File: config.mk
export PLATFORM = sky130hd
export DESIGN_NAME = StageID
export DESIGN_NICKNAME = d
export VERILOG_FILES = /design/src/source/CpuPkg.sv /design/src/source/StageID.sv /design/src/source/BranchUnit.sv /design/src/source/RegisterFile.sv /design/src/source/ForwardController.sv /design/src/source/Controller.sv /design/src/source/Decoder.sv
export SDC_FILE = /design/constraint.sdc
export NUM_CORES = 2
export LEC_CHECK = 0
export BUFFER_PORTS_ARGS = -buffer_cell sky130_fd_sc_hd__buf_2
export CELL_PAD_IN_SITES_DETAIL_PLACEMENT = 1
export CELL_PAD_IN_SITES_GLOBAL_PLACEMENT = 1
export CORE_MARGIN = 5
export CORE_UTILIZATION = 52
export DETAILED_ROUTE_END_ITERATION = 7
export PLACE_DENSITY_LB_ADDON = 0.1
export SLEW_MARGIN = 15
export SYNTH_ARGS = -nofsm -noshare
export SYNTH_HDL_FRONTEND = slang
export SYNTH_SLANG_ARGS = --single-unit
export TNS_END_PERCENT = 20
File: constraint.sdc
create_clock -name i_Clock -period 14.5 [get_ports i_Clock]
set_input_delay 4.35 -clock i_Clock [delete_from_list [all_inputs] [get_ports i_Clock]]
set_output_delay 4.35 -clock i_Clock [all_outputs]
set_load 0.02 [all_outputs]
File: src/source/CpuPkg.sv
package CpuPkg;

    // ------------------------------------------------------------------------
    // Widths and base types
    // ------------------------------------------------------------------------

    localparam int DataWidth    = 32;                // Data word
    localparam int RegAddrWidth = 5;                 // Register index
    localparam int PcWidth      = 32;                // Instruction address

    typedef logic [DataWidth-1:0]    Word;
    typedef logic [RegAddrWidth-1:0] RegAddr;
    typedef logic [PcWidth-1:0]      Pc;
    typedef logic [6:0]              Opcode;
    typedef logic [2:0]              Funct3;

    // RV32I major opcodes
    localparam Opcode OpLui    = 7'b0110111;
    localparam Opcode OpAuipc  = 7'b0010111;
    localparam Opcode OpJal    = 7'b1101111;
    localparam Opcode OpJalr   = 7'b1100111;
    localparam Opcode OpBranch = 7'b1100011;
    localparam Opcode OpLoad   = 7'b0000011;
    localparam Opcode OpStore  = 7'b0100011;
    localparam Opcode OpImm    = 7'b0010011;
    localparam Opcode OpReg    = 7'b0110011;

    // ------------------------------------------------------------------------
    // Selector codes
    // ------------------------------------------------------------------------

    typedef logic [3:0] AluOp;
    localparam AluOp AluAdd   = 4'd0;
    localparam AluOp AluSub   = 4'd1;
    localparam AluOp AluSll   = 4'd2;
    localparam AluOp AluSlt   = 4'd3;
    localparam AluOp AluSltu  = 4'd4;
    localparam AluOp AluXor   = 4'd5;
    localparam AluOp AluSrl   = 4'd6;
    localparam AluOp AluSra   = 4'd7;
    localparam AluOp AluOr    = 4'd8;
    localparam AluOp AluAnd   = 4'd9;
    localparam AluOp AluPassB = 4'd10;               // Operand B straight through

    typedef logic [1:0] WbSel;
    localparam WbSel WbAlu = 2'd0;                   // ALU result
    localparam WbSel WbMem = 2'd1;                   // Load data
    localparam WbSel WbPc4 = 2'd2;                   // Link address

    typedef logic [1:0] PcSel;
    localparam PcSel PcSeq    = 2'd0;
    localparam PcSel PcBranch = 2'd1;
    localparam PcSel PcJal    = 2'd2;
    localparam PcSel PcJalr   = 2'd3;

    typedef logic [1:0] FwdSel;
    localparam FwdSel FwdReg = 2'd0;                 // Regfile read
    localparam FwdSel FwdEx  = 2'd1;
    localparam FwdSel FwdMem = 2'd2;
    localparam FwdSel FwdWb  = 2'd3;

    // One later-stage register writer
    typedef struct packed {
        RegAddr addr;                                // Destination register
        logic   enable;                              // Write pending
        WbSel   dataSel;                             // Where the data comes from
        Word    data;                                // Value known at that stage
    } RegWrBus;

    // Decoded datapath controls
    typedef struct packed {
        AluOp aluOp;
        logic regWrEnable;
        logic memWrEnable;
        WbSel regWrDataSel;
        logic operandASel;                           // Set picks PC over rs1
        logic operandBSel;                           // Set picks imm over rs2
    } IdCtrl;

endpackage
File: src/source/StageID.sv
`timescale 1ns/1ps

module StageID import CpuPkg::*; (
    input  logic    i_Clock,
    input  logic    i_rstN,                          // Sync, active low
    input  Word     i_Inst,                          // Instruction from IF
    input  Pc       i_Pc,                            // Its address
    input  RegWrBus i_Ex,                            // Writer in execute
    input  RegWrBus i_Mem,                           // Writer in memory
    input  RegWrBus i_Wb,                            // Writer in write-back
    output Opcode   o_InstOp,
    output RegAddr  o_InstRs1,
    output RegAddr  o_InstRs2,
    output RegAddr  o_InstRd,
    output Word     o_InstImm,
    output Word     o_DataA,                         // Forwarded rs1 value
    output Word     o_DataB,                         // Forwarded rs2 value
    output IdCtrl   o_Ctrl,
    output Pc       o_PcNext);

    Funct3  decFunct3;
    logic   decFunct7b5;
    PcSel   ctrlPcSel;                               // Next PC kind
    FwdSel  fwdASel;
    FwdSel  fwdBSel;
    Word    regDataA;                                // Regfile reads
    Word    regDataB;

    // ------------------------------------------------------------------------
    // Decode and control
    // ------------------------------------------------------------------------

    Decoder Dec (
        .i_Inst     (i_Inst),
        .o_Op       (o_InstOp),
        .o_Rs1      (o_InstRs1),
        .o_Rs2      (o_InstRs2),
        .o_Rd       (o_InstRd),
        .o_Funct3   (decFunct3),
        .o_Funct7b5 (decFunct7b5),
        .o_Imm      (o_InstImm));

    Controller Ctrl (
        .i_Op       (o_InstOp),
        .i_Funct3   (decFunct3),
        .i_Funct7b5 (decFunct7b5),
        .o_Ctrl     (o_Ctrl),
        .o_PcSel    (ctrlPcSel));

    // ------------------------------------------------------------------------
    // Register file and operand forwarding
    // ------------------------------------------------------------------------

    RegisterFile Regs (
        .i_Clock    (i_Clock),
        .i_rstN     (i_rstN),
        .i_WrEnable (i_Wb.enable),                   // Only WB writes
        .i_WrAddr   (i_Wb.addr),
        .i_WrData   (i_Wb.data),
        .i_RdAddrA  (o_InstRs1),
        .i_RdAddrB  (o_InstRs2),
        .o_RdDataA  (regDataA),
        .o_RdDataB  (regDataB));

    ForwardController FwdCtrl (
        .i_Rs1      (o_InstRs1),
        .i_Rs2      (o_InstRs2),
        .i_Ex       (i_Ex),
        .i_Mem      (i_Mem),
        .i_Wb       (i_Wb),
        .o_DataASel (fwdASel),
        .o_DataBSel (fwdBSel));

    // Four-way operand selector
    function automatic Word selectOperand(input FwdSel sel, input Word regData);
        Word value;
        case (sel)
            FwdEx:   value = i_Ex.data;
            FwdMem:  value = i_Mem.data;
            FwdWb:   value = i_Wb.data;
            default: value = regData;
        endcase
        return value;
    endfunction

    always_comb begin
        o_DataA = selectOperand(fwdASel, regDataA);
        o_DataB = selectOperand(fwdBSel, regDataB);
    end

    // ------------------------------------------------------------------------
    // Early branch resolution
    // ------------------------------------------------------------------------

    BranchUnit BrUnit (
        .i_PcSel    (ctrlPcSel),
        .i_Funct3   (decFunct3),
        .i_Pc       (i_Pc),
        .i_Imm      (o_InstImm),
        .i_DataA    (o_DataA),                       // Uses forwarded values
        .i_DataB    (o_DataB),
        .o_PcNext   (o_PcNext));

endmodule

File: src/source/BranchUnit.sv
`timescale 1ns/1ps

module BranchUnit import CpuPkg::*; (
    input  PcSel  i_PcSel,                           // Next PC kind
    input  Funct3 i_Funct3,                          // Branch condition
    input  Pc     i_Pc,                              // PC of this instruction
    input  Word   i_Imm,
    input  Word   i_DataA,                           // Forwarded rs1
    input  Word   i_DataB,                           // Forwarded rs2
    output Pc     o_PcNext);

    logic isEq;
    logic isLtS;                                     // Signed compare
    logic isLtU;                                     // Unsigned compare
    logic taken;
    Pc    pcSeq;
    Pc    pcTarget;                                  // PC relative target
    Word  jalrSum;                                   // Register relative target

    // ------------------------------------------------------------------------
    // Comparator and adders
    // ------------------------------------------------------------------------

    assign isEq     = (i_DataA == i_DataB);
    assign isLtS    = ($signed(i_DataA) < $signed(i_DataB));
    assign isLtU    = (i_DataA < i_DataB);
    assign pcSeq    = i_Pc + Pc'(4);
    assign pcTarget = i_Pc + i_Imm;
    assign jalrSum  = i_DataA + i_Imm;

    always_comb begin
        case (i_Funct3)
            3'b000:  taken = isEq;                   // beq
            3'b001:  taken = !isEq;                  // bne
            3'b100:  taken = isLtS;                  // blt
            3'b101:  taken = !isLtS;                 // bge
            3'b110:  taken = isLtU;                  // bltu
            3'b111:  taken = !isLtU;                 // bgeu
            default: taken = 1'b0;                   // Reserved codes
        endcase

        case (i_PcSel)
            PcSeq:    o_PcNext = pcSeq;
            PcBranch: o_PcNext = taken ? pcTarget : pcSeq;
            PcJal:    o_PcNext = pcTarget;
            PcJalr:   o_PcNext = {jalrSum[31:1], 1'b0};  // Bit 0 cleared
            default:  o_PcNext = pcSeq;
        endcase
    end

endmodule

File: src/source/RegisterFile.sv
`timescale 1ns/1ps

module RegisterFile import CpuPkg::*; (
    input  logic   i_Clock,
    input  logic   i_rstN,                           // Sync, active low
    input  logic   i_WrEnable,
    input  RegAddr i_WrAddr,
    input  Word    i_WrData,
    input  RegAddr i_RdAddrA,
    input  RegAddr i_RdAddrB,
    output Word    o_RdDataA,
    output Word    o_RdDataB);

    Word regs [1:31];                                // No storage for x0

    // ------------------------------------------------------------------------
    // Write port
    // ------------------------------------------------------------------------

    always_ff @(posedge i_Clock) begin
        if (!i_rstN) begin
            for (int i = 1; i < 32; i++)
                regs[i] <= '0;                       // All registers cleared
        end
        else if (i_WrEnable && i_WrAddr != '0) begin
            regs[i_WrAddr] <= i_WrData;              // Writes to x0 dropped
        end
    end

    // Combinational reads, x0 hardwired
    assign o_RdDataA = (i_RdAddrA == '0) ? '0 : regs[i_RdAddrA];
    assign o_RdDataB = (i_RdAddrB == '0) ? '0 : regs[i_RdAddrB];

endmodule

File: src/source/ForwardController.sv
`timescale 1ns/1ps

module ForwardController import CpuPkg::*; (
    input  RegAddr  i_Rs1,                           // Operand A index
    input  RegAddr  i_Rs2,                           // Operand B index
    input  RegWrBus i_Ex,                            // Writer in execute
    input  RegWrBus i_Mem,                           // Writer in memory
    input  RegWrBus i_Wb,                            // Writer in write-back
    output FwdSel   o_DataASel,
    output FwdSel   o_DataBSel);

    // ------------------------------------------------------------------------
    // Youngest writer of the register wins
    // ------------------------------------------------------------------------

    function automatic FwdSel pickSource(
        input RegAddr  rs,
        input RegWrBus ex,
        input RegWrBus mem,
        input RegWrBus wb);
        FwdSel sel;
        if (rs == '0)
            sel = FwdReg;                            // x0 always reads zero
        else if (ex.enable && ex.addr == rs && ex.dataSel != WbMem)
            sel = FwdEx;                             // Load data not ready yet
        else if (mem.enable && mem.addr == rs)
            sel = FwdMem;
        else if (wb.enable && wb.addr == rs)
            sel = FwdWb;                             // Regfile not yet written
        else
            sel = FwdReg;
        return sel;
    endfunction

    assign o_DataASel = pickSource(i_Rs1, i_Ex, i_Mem, i_Wb);
    assign o_DataBSel = pickSource(i_Rs2, i_Ex, i_Mem, i_Wb);

endmodule

File: src/source/Controller.sv
`timescale 1ns/1ps

module Controller import CpuPkg::*; (
    input  Opcode i_Op,                              // Major opcode
    input  Funct3 i_Funct3,
    input  logic  i_Funct7b5,
    output IdCtrl o_Ctrl,                            // Datapath controls
    output PcSel  o_PcSel);                          // Next PC kind

    logic altOp;                                     // Sub or sra requested
    AluOp fnOp;                                      // Operation from funct fields

    // ------------------------------------------------------------------------
    // ALU operation for register and immediate arithmetic
    // ------------------------------------------------------------------------

    always_comb begin
        if (i_Op == OpReg)
            altOp = i_Funct7b5;
        else
            altOp = i_Funct7b5 && (i_Funct3 == 3'b101);  // Only srai

        case (i_Funct3)
            3'b000:  fnOp = altOp ? AluSub : AluAdd;
            3'b001:  fnOp = AluSll;
            3'b010:  fnOp = AluSlt;
            3'b011:  fnOp = AluSltu;
            3'b100:  fnOp = AluXor;
            3'b101:  fnOp = altOp ? AluSra : AluSrl;
            3'b110:  fnOp = AluOr;
            default: fnOp = AluAnd;
        endcase
    end

    // ------------------------------------------------------------------------
    // Control table per opcode
    // ------------------------------------------------------------------------

    always_comb begin
        o_Ctrl.aluOp        = AluAdd;                // Defaults give a nop
        o_Ctrl.regWrEnable  = 1'b0;
        o_Ctrl.memWrEnable  = 1'b0;
        o_Ctrl.regWrDataSel = WbAlu;
        o_Ctrl.operandASel  = 1'b0;
        o_Ctrl.operandBSel  = 1'b0;
        o_PcSel             = PcSeq;

        case (i_Op)
            OpReg: begin
                o_Ctrl.aluOp       = fnOp;
                o_Ctrl.regWrEnable = 1'b1;
            end
            OpImm: begin
                o_Ctrl.aluOp       = fnOp;
                o_Ctrl.regWrEnable = 1'b1;
                o_Ctrl.operandBSel = 1'b1;
            end
            OpLoad: begin
                o_Ctrl.regWrEnable  = 1'b1;          // Address in ALU
                o_Ctrl.regWrDataSel = WbMem;
                o_Ctrl.operandBSel  = 1'b1;
            end
            OpStore: begin
                o_Ctrl.memWrEnable = 1'b1;
                o_Ctrl.operandBSel = 1'b1;
            end
            OpLui: begin
                o_Ctrl.aluOp       = AluPassB;       // Upper imm as is
                o_Ctrl.regWrEnable = 1'b1;
                o_Ctrl.operandBSel = 1'b1;
            end
            OpAuipc: begin
                o_Ctrl.regWrEnable = 1'b1;
                o_Ctrl.operandASel = 1'b1;           // PC plus upper imm
                o_Ctrl.operandBSel = 1'b1;
            end
            OpJal: begin
                o_Ctrl.regWrEnable  = 1'b1;
                o_Ctrl.regWrDataSel = WbPc4;         // Link
                o_PcSel             = PcJal;
            end
            OpJalr: begin
                o_Ctrl.regWrEnable  = 1'b1;
                o_Ctrl.regWrDataSel = WbPc4;
                o_Ctrl.operandBSel  = 1'b1;
                o_PcSel             = PcJalr;
            end
            OpBranch: begin
                o_Ctrl.aluOp = AluSub;               // Resolved in ID anyway
                o_PcSel      = PcBranch;
            end
            default: ;                               // Unknown opcode
        endcase
    end

endmodule

File: src/source/Decoder.sv
`timescale 1ns/1ps

module Decoder import CpuPkg::*; (
    input  Word    i_Inst,                           // Raw instruction
    output Opcode  o_Op,                             // Major opcode
    output RegAddr o_Rs1,
    output RegAddr o_Rs2,
    output RegAddr o_Rd,
    output Funct3  o_Funct3,
    output logic   o_Funct7b5,                       // Sub and sra flag
    output Word    o_Imm);                           // Sign-extended immediate

    Word immI;                                       // Loads, ALU imm, JALR
    Word immS;                                       // Stores
    Word immB;                                       // Branches
    Word immU;                                       // LUI, AUIPC
    Word immJ;                                       // JAL

    // ------------------------------------------------------------------------
    // Fixed fields
    // ------------------------------------------------------------------------

    assign o_Op       = i_Inst[6:0];
    assign o_Rd       = i_Inst[11:7];
    assign o_Funct3   = i_Inst[14:12];
    assign o_Rs1      = i_Inst[19:15];
    assign o_Rs2      = i_Inst[24:20];
    assign o_Funct7b5 = i_Inst[30];

    // ------------------------------------------------------------------------
    // Immediates per format
    // ------------------------------------------------------------------------

    assign immI = {{20{i_Inst[31]}}, i_Inst[31:20]};
    assign immS = {{20{i_Inst[31]}}, i_Inst[31:25], i_Inst[11:7]};
    assign immB = {{19{i_Inst[31]}}, i_Inst[31], i_Inst[7], i_Inst[30:25],
                   i_Inst[11:8], 1'b0};              // Halfword offset
    assign immU = {i_Inst[31:12], 12'b0};            // Upper 20 bits
    assign immJ = {{11{i_Inst[31]}}, i_Inst[31], i_Inst[19:12], i_Inst[20],
                   i_Inst[30:21], 1'b0};

    always_comb begin
        case (o_Op)
            OpImm, OpLoad, OpJalr: o_Imm = immI;
            OpStore:               o_Imm = immS;
            OpBranch:              o_Imm = immB;
            OpLui, OpAuipc:        o_Imm = immU;
            OpJal:                 o_Imm = immJ;
            default:               o_Imm = '0;       // No immediate
        endcase
    end

endmodule

Word-level counts from Yosys, hierarchy flattened --
Memories as Yosys holds them, arrays and structs flattened. Cells that the tools add are included.
Word-level totals: register bits after elaboration 0, RAM bits 992, input port bits 186, output and inout bits 160, logic and storage cells 98, memories kept 1
Memories:
- Regs.regs | depth 31, bits a word 32, read ports 2, clocked after memory_dff 0, wr ports 31, RTL line RegisterFile.sv:14 | Word regs [1:31];
Cells by class: add/sub/neg operators 3, $lt $le $gt $ge 2, equality and inequality tests 33, mux-type cells 34, reductions and logical operators 25
Operator list (count):
- 32-bit case mux with 3 select lines | 2
- 32-bit case mux with 5 select lines | 1
- 32-bit two-way mux | 4
- 32-bit case mux with 4 select lines | 1
- 32-bit adder | 2
- 32-bit less-than comparator | 2
- 32-bit by 3-bit adder with 32-bit output (second input constant) | 1
- 32-bit == test | 1
- 32-bit OR reduction | 1
- 5-bit == test | 6
- 4-bit case mux with 7 select lines | 1
- 7-bit by 6-bit == test with 1-bit output (second input constant) | 3
- 7-bit == test (second input constant) | 3
- 2-bit two-way mux | 8
- 7-bit by 5-bit == test with 1-bit output (second input constant) | 2
- 2-bit == test (second input constant) | 6
- 3-bit == test (second input constant) | 4
- 1-bit two-way mux | 12
- 4-bit case mux with 3 select lines | 1
- 1-bit logical AND | 10
- 5-bit zero test | 2
- 7-bit by 2-bit == test with 1-bit output (second input constant) | 1
- 7-bit OR reduction | 1
- 2-bit by 1-bit == test with 1-bit output (second input constant) | 3
- 14 further kinds | 19

Logic depth before layout (Yosys ltp) --
depth after elaboration 13, depth in mapped cells 23, depth with buffers taken out 19

Cells and area by module --
Synthesis repeated with hierarchy kept, for this count alone.
Second synthesis, totals: cells, all modules 4536, area total of the unflattened synthesis 62547.5 µm²
Modules (own cells, without submodules):
- RegisterFile | instances 1, cells an instance 3505, area each 54214.5 µm², seq. area each 30749.5 µm²
- BranchUnit | instances 1, cells an instance 747, area each 5251.3 µm², seq. area each 0.0 µm²
- StageID | instances 1, cells an instance 78, area each 1629.1 µm², seq. area each 0.0 µm²
- Decoder | instances 1, cells an instance 105, area each 742.0 µm², seq. area each 0.0 µm²
- ForwardController | instances 1, cells an instance 58, area each 444.2 µm², seq. area each 0.0 µm²
- Controller | instances 1, cells an instance 43, area each 266.5 µm², seq. area each 0.0 µm²

Worst setup path before layout --
Ideal clock, no wire load.
kind input to output, start point in i_Inst[15], end point out o_PcNext[19], arrival time 10108 ps, required time 10150 ps, path slack 42 ps, stages 20, buffers on the path 6, path through buf_6 buf_6 buf_2 clkbuf_1 buf_1 mux4_2 mux4_2 mux2i_1 o21ai_0 ha_1 a2111oi_0 o21ai_0 o22ai_1 o2111ai_1 o211a_1 nor4_2 o22ai_1 clkbuf_1 a222oi_1 o21ai_0
On the way: cells in the longest elaborated chain, start to end 13, elaborated cells between the ends (all ways) 30, classes of those cells add/sub (2); order compare (2); eq/ne (7); mux (10); reduce/logical (8); memory (1)
RTL lines:
- start, declared | RTL line StageID.sv:6 | input Word i_Inst,
- 5-bit == test | RTL line ForwardController.sv:28 | else if (wb.enable && wb.addr == rs)
- 1-bit logical AND | RTL line ForwardController.sv:28
- 2-bit two-way mux | RTL line ForwardController.sv:28
- 2-bit two-way mux | RTL line ForwardController.sv:26 | else if (mem.enable && mem.addr == rs)
- 2-bit two-way mux | RTL line ForwardController.sv:24 | else if (ex.enable && ex.addr == rs && ex.dataSel != WbMem)
- 2-bit two-way mux | RTL line ForwardController.sv:22 | if (rs == '0)
- 2-bit == test / 2-bit by 1-bit == test with 1-bit output (equally long branches) | RTL line StageID.sv:77 | case (sel)
- 32-bit case mux with 3 select lines * | RTL line StageID.sv:77
- named net o_DataA[23] | RTL line StageID.sv:16 | output Word o_DataA,
- 32-bit less-than comparator (tied with other cells) | RTL line BranchUnit.sv:26 | assign isLtU = (i_DataA < i_DataB);
- 1-bit zero test (on tied branches) | RTL line BranchUnit.sv:38, BranchUnit.sv:34, BranchUnit.sv:36
- 1-bit case mux with 6 select lines * | RTL line BranchUnit.sv:32 | case (i_Funct3)
- 32-bit two-way mux * | RTL line BranchUnit.sv:44 | PcBranch: o_PcNext = taken ? pcTarget : pcSeq;
- 32-bit case mux with 4 select lines * | RTL line BranchUnit.sv:42 | case (i_PcSel)
- end, declared | RTL line StageID.sv:19 | output Pc o_PcNext);
Mark *: on every way through the listed nets, which the timed path passes. The rest lies on a longest branch.

Worst setup path after layout --
start point in i_Inst[24], end point out o_PcNext[30]
On the way: cells in the longest elaborated chain, start to end 13, elaborated cells between the ends (all ways) 30, classes of those cells add/sub (2); order compare (2); eq/ne (7); mux (10); reduce/logical (8); memory (1)
RTL lines (RTL line):
- 5-bit == test | ForwardController.sv:28
- 1-bit logical AND | ForwardController.sv:28
- 2-bit two-way mux | ForwardController.sv:28
- 2-bit two-way mux | ForwardController.sv:26
- 2-bit two-way mux | ForwardController.sv:24
- 2-bit two-way mux | ForwardController.sv:22
- 2-bit == test / 2-bit by 1-bit == test with 1-bit output (equally long branches) | StageID.sv:77
- 32-bit case mux with 3 select lines | StageID.sv:77
- 32-bit less-than comparator (tied with other cells) | BranchUnit.sv:26
- 1-bit zero test (on tied branches) | BranchUnit.sv:38, BranchUnit.sv:34, BranchUnit.sv:36
- 1-bit case mux with 6 select lines | BranchUnit.sv:32
- 32-bit two-way mux | BranchUnit.sv:44
- 32-bit case mux with 4 select lines * | BranchUnit.sv:42
Every way passes the cells marked *; elsewhere a longest branch is shown, timed or not.

==> impl_metrics.csv <==
group,metric,value,unit
worst_setup_path,path_max_fanout,15,
logic_synthesis,synth_top_area_cell,"edfxtp_1",
timing,setup_violations,0,
cts,cts_tree,"done",
route,wirelength,250.6,mm
logic_synthesis,muxShareOfSynthArea,0.2449,
route,ant_nets,0,
global_routing,grt_pass1_wl,348.4,mm
global_routing,gr-total-overflow,0,
finish,final_cell_area,70240,um2
timing,period_minus_slack,14.39,ns
finish,largest_reg_flops,1024,
pwr,peakVddDrop,0.0001038,V
global_routing,grt_use_total,0.3930,
cts,clk_pin_slew,0.06,ns
timing,rsz0062_at_grt,"false",
worst_setup_path,critPathSlowestCell,"nor3_1",
route,routed_via_density,7.113,
timing,fin_crit_sh,0.9921,
die,die_w,354.4,um
placed_design,dpl-instance-area,66580,um2
worst_setup_path,worstPathRequired,10.15,ns
timing,slew_violations,0,
worst_setup_path,crit_buf_inv,8,
die,coreArea,117900,um2
cts,cts_buffers,107,
worst_setup_path,cp_top_family,"simple AND/OR/NAND/NOR gates",
cts,clockBufferDepth,3,
route,drc,0,
logic_synthesis,synth-simple-area-share,0.1393,
worst_setup_path,slowest_delay,0.75,ns
pwr,combPwrFrac,0.190,
pwr,p_sw_frac,0.2813,
pwr,seq_power_share,0.449,
timing,whs,4.169,ns
timing,tns,0,ns
route,post_drt_wl_per_cell,39.69,um
route,first_iter_violations,6746,
die,die-area,125600,um2
logic_synthesis,syn_area_per_cell,14.07,um2
logic_synthesis,synth_top_family_by_area,"multiplexers",
logic_synthesis,synth_cells,4384,
logic_synthesis,synthArstFlopShare,0,
logic_synthesis,synth.area.top_cells,"edfxtp_1 (50%), mux4_2 (23%), and2_1 (10%)",
logic_synthesis,synth_compound_area_frac,0.05080,
finish,drive_gt1_frac,0.3080,
logic_synthesis,synth_enable_flop_cells,1024,
finish,nFillCells,11100,
logic_synthesis,syn_area,61670,um2
logic_synthesis,yosysUniqueCellTypes,78,
placed_design,portBuffers,341,
route,first_pass_iters,6,
placed_design,gp_congestion,1.020,
die,fp-row-count,126,
timing,worst_pin_slew,1.137,ns
global_routing,grt_pass1_vias,46100,
timing,max_freq,69.51,MHz
cts,cts_root_buffer,"clkbuf_16",
logic_synthesis,synth_seq_area_share,0.4986,
timing,slew_headroom,0.2392,
worst_setup_path,worstPathArrival,10.04,ns
worst_setup_path,worstPathCellList,"buf_4 -> buf_4 -> xnor2_1 -> and4_2 -> nor3_1 -> buf_4 -> nand2_1 -> o2111a_1 -> ha_1 -> nand4_1 -> nor4_2 -> buf_4 -> nand3_1 -> xnor2_1 -> nor3_1 -> nor4_2 -> buf_12 -> o22ai_2 -> buf_12 -> buf_12 -> a32oi_1 -> nand3_1 -> buf_2",
logic_synthesis,synth_top_area_share,0.4986,
worst_setup_path,crit_top_cell,"buf_4",
worst_hold_path,hold_path_class,"in -> reg",
cts,htree_levels,3,
finish,largest-register,"Regs.regs",
worst_setup_path,worstSetupStartpointType,"input port",
logic_synthesis,synth_xor_xnor_area_share,0.01449,
finish,area_growth_syn_to_layout,13.88,%
finish,layout.nets,4947,
cts,ctsHoldBuffers,0,
global_routing,grt_max_degree,104,
route,vias,44910,
finish,top_regs,"Regs.regs (1024)",
logic_synthesis,ys_seq_elements,1024,
pwr,power.switching,0.002197,W
placed_design,dp_hpwl,163.5,mm
pwr,power_density,111.2,nW/um2
global_routing,antenna_found_initial,30,
timing,hold_viol_final,0,
logic_synthesis,yosys_warnings,0,
logic_synthesis,synth-adder-area-share,0.01972,
pwr,intPower,0.005613,W
logic_synthesis,ys.flop_type,"edfxtp_1",
cts,clkSinkCount,1024,
pwr,power.total,0.007810,W
die,io-pin-count,346,
worst_setup_path,cp-end-kind,"output port",
pwr,p_leak,25.45,nW
die,die_h,354.4,um
die,initial_core_util,0.5230,
pwr,pwr-share-clk,0.361,
status,outcome,"finished, final reports clean",
worst_setup_path,path_class,"in -> out",
job,maxCapViolCount,0,
path summary, 6_finish.rpt:
| kind | slack (ns) | end | depth (start not counted) | startpoint |
|---|---|---|---|---|
| max | 0.11 | o_PcNext[30] | 23 | i_Inst[24] |
| min | 4.17 | Regs.regs[0][11] | 1 | i_Wb[11] |
cells in the final DEF (no fill, tap or decap), types with 51 or more instances in the layout:
cell,n
o21ai_0,76
buf_2,330
buf_4,196
edfxtp_1,1024
a21o_1,51
nand2_1,100
inv_1,67
and2_1,1003
xnor2_1,63
mux2i_1,66
nor2_1,164
mux4_2,636
ha_1,94
a21oi_1,81
clkbuf_16,111
power groups by stage:
stage,Sequential [W],Combinational (W),Clock (W)
floorplan,0.00353,0.000837,0
global placement,0.00354,0.00142,0
detailed placement,0.00356,0.00144,0
CTS,0.00350,0.00145,0.00283
global route,0.00352,0.00153,0.00297
finish,0.00350,0.00148,0.00282
per-stage QoR:
stage / worst slack, ns / utilization / instances
floorplan: 0.04178 / - / 4415
global placement: -0.1898 / 0.5646 / 6090
detailed placement: -0.1656 / 0.5646 / 6090
CTS: 0.04061 / 0.5942 / 6288
global route: 0.005528 / 0.5952 / 6296
finish: 0.1143 / 0.5956 / 6313
logic make-up (layout without fill, tap and decap cells):
logic type,Yosys count,after routing
xor gates and xnor gates,102,102
muxes,710,710
AOI/OAI and AO/OA,453,453
other,1,55
buffers and inverters,497,836
DFF,1024,1024
and+or+nand+nor,1501,1501
adders and majority gates,96,96
Yosys cell counts, drive strengths merged, types with 5 or more instances:
| cell type | number |
|---|---|
| a211oi | 7 |
| a21o | 51 |
| a21oi | 83 |
| a222oi | 33 |
| a22oi | 17 |
| a31oi | 6 |
| a32oi | 6 |
| and2 | 1003 |
| and3 | 15 |
| buf | 97 |
| clkbuf | 333 |
| edfxtp | 1024 |
| ha | 94 |
| inv | 67 |
| mux2 | 6 |
| mux2i | 66 |
| mux4 | 638 |
| nand2 | 100 |
| nand2b | 14 |
| nand3 | 33 |
| nand4 | 25 |
| nor2 | 199 |
| nor2b | 10 |
| nor3 | 52 |
| nor4 | 12 |
| o2111ai | 6 |
| o211ai | 9 |
| o21a | 15 |
| o21ai | 126 |
| o21bai | 10 |
| o22ai | 8 |
| o32a | 27 |
| or2 | 8 |
| or3 | 8 |
| or4 | 5 |
| xnor2 | 63 |
| xor2 | 39 |
repair_timing:
action / CTS / global route
pin swaps: 0 / 1
gates cloned: 0 / 2
resized for setup: 2 / 14
setup endpoints to repair: 21 / 27
endpoints found under the hold margin: 0 / 0
buffers inserted: 0 / 0
layout make-up:
type	count	area, um2	share of cell area
clock inverters	71	691.9	0.009851
repair buffers	571	4011	0.05711
flip-flops and latches	1024	30750	0.4378
clock buffers	127	2795	0.03980
inverters	67	251.5	0.003581
multi-input cells	2894	29760	0.4237
diodes	23	57.56	0.0008195
well taps	1536	1922	0.02736
layer usage:
metal | up-vias | track usage | part of all wire
li1 | 17510 | - | -
met1 | 23190 | 0.5058 | 0.35
met2 | 3454 | 0.6190 | 0.46
met3 | 742 | 0.1082 | 0.13
met4 | 14 | 0.1977 | 0.060
met5 | - | 0 | 0.00041
(Power assumes the default switching activity.)
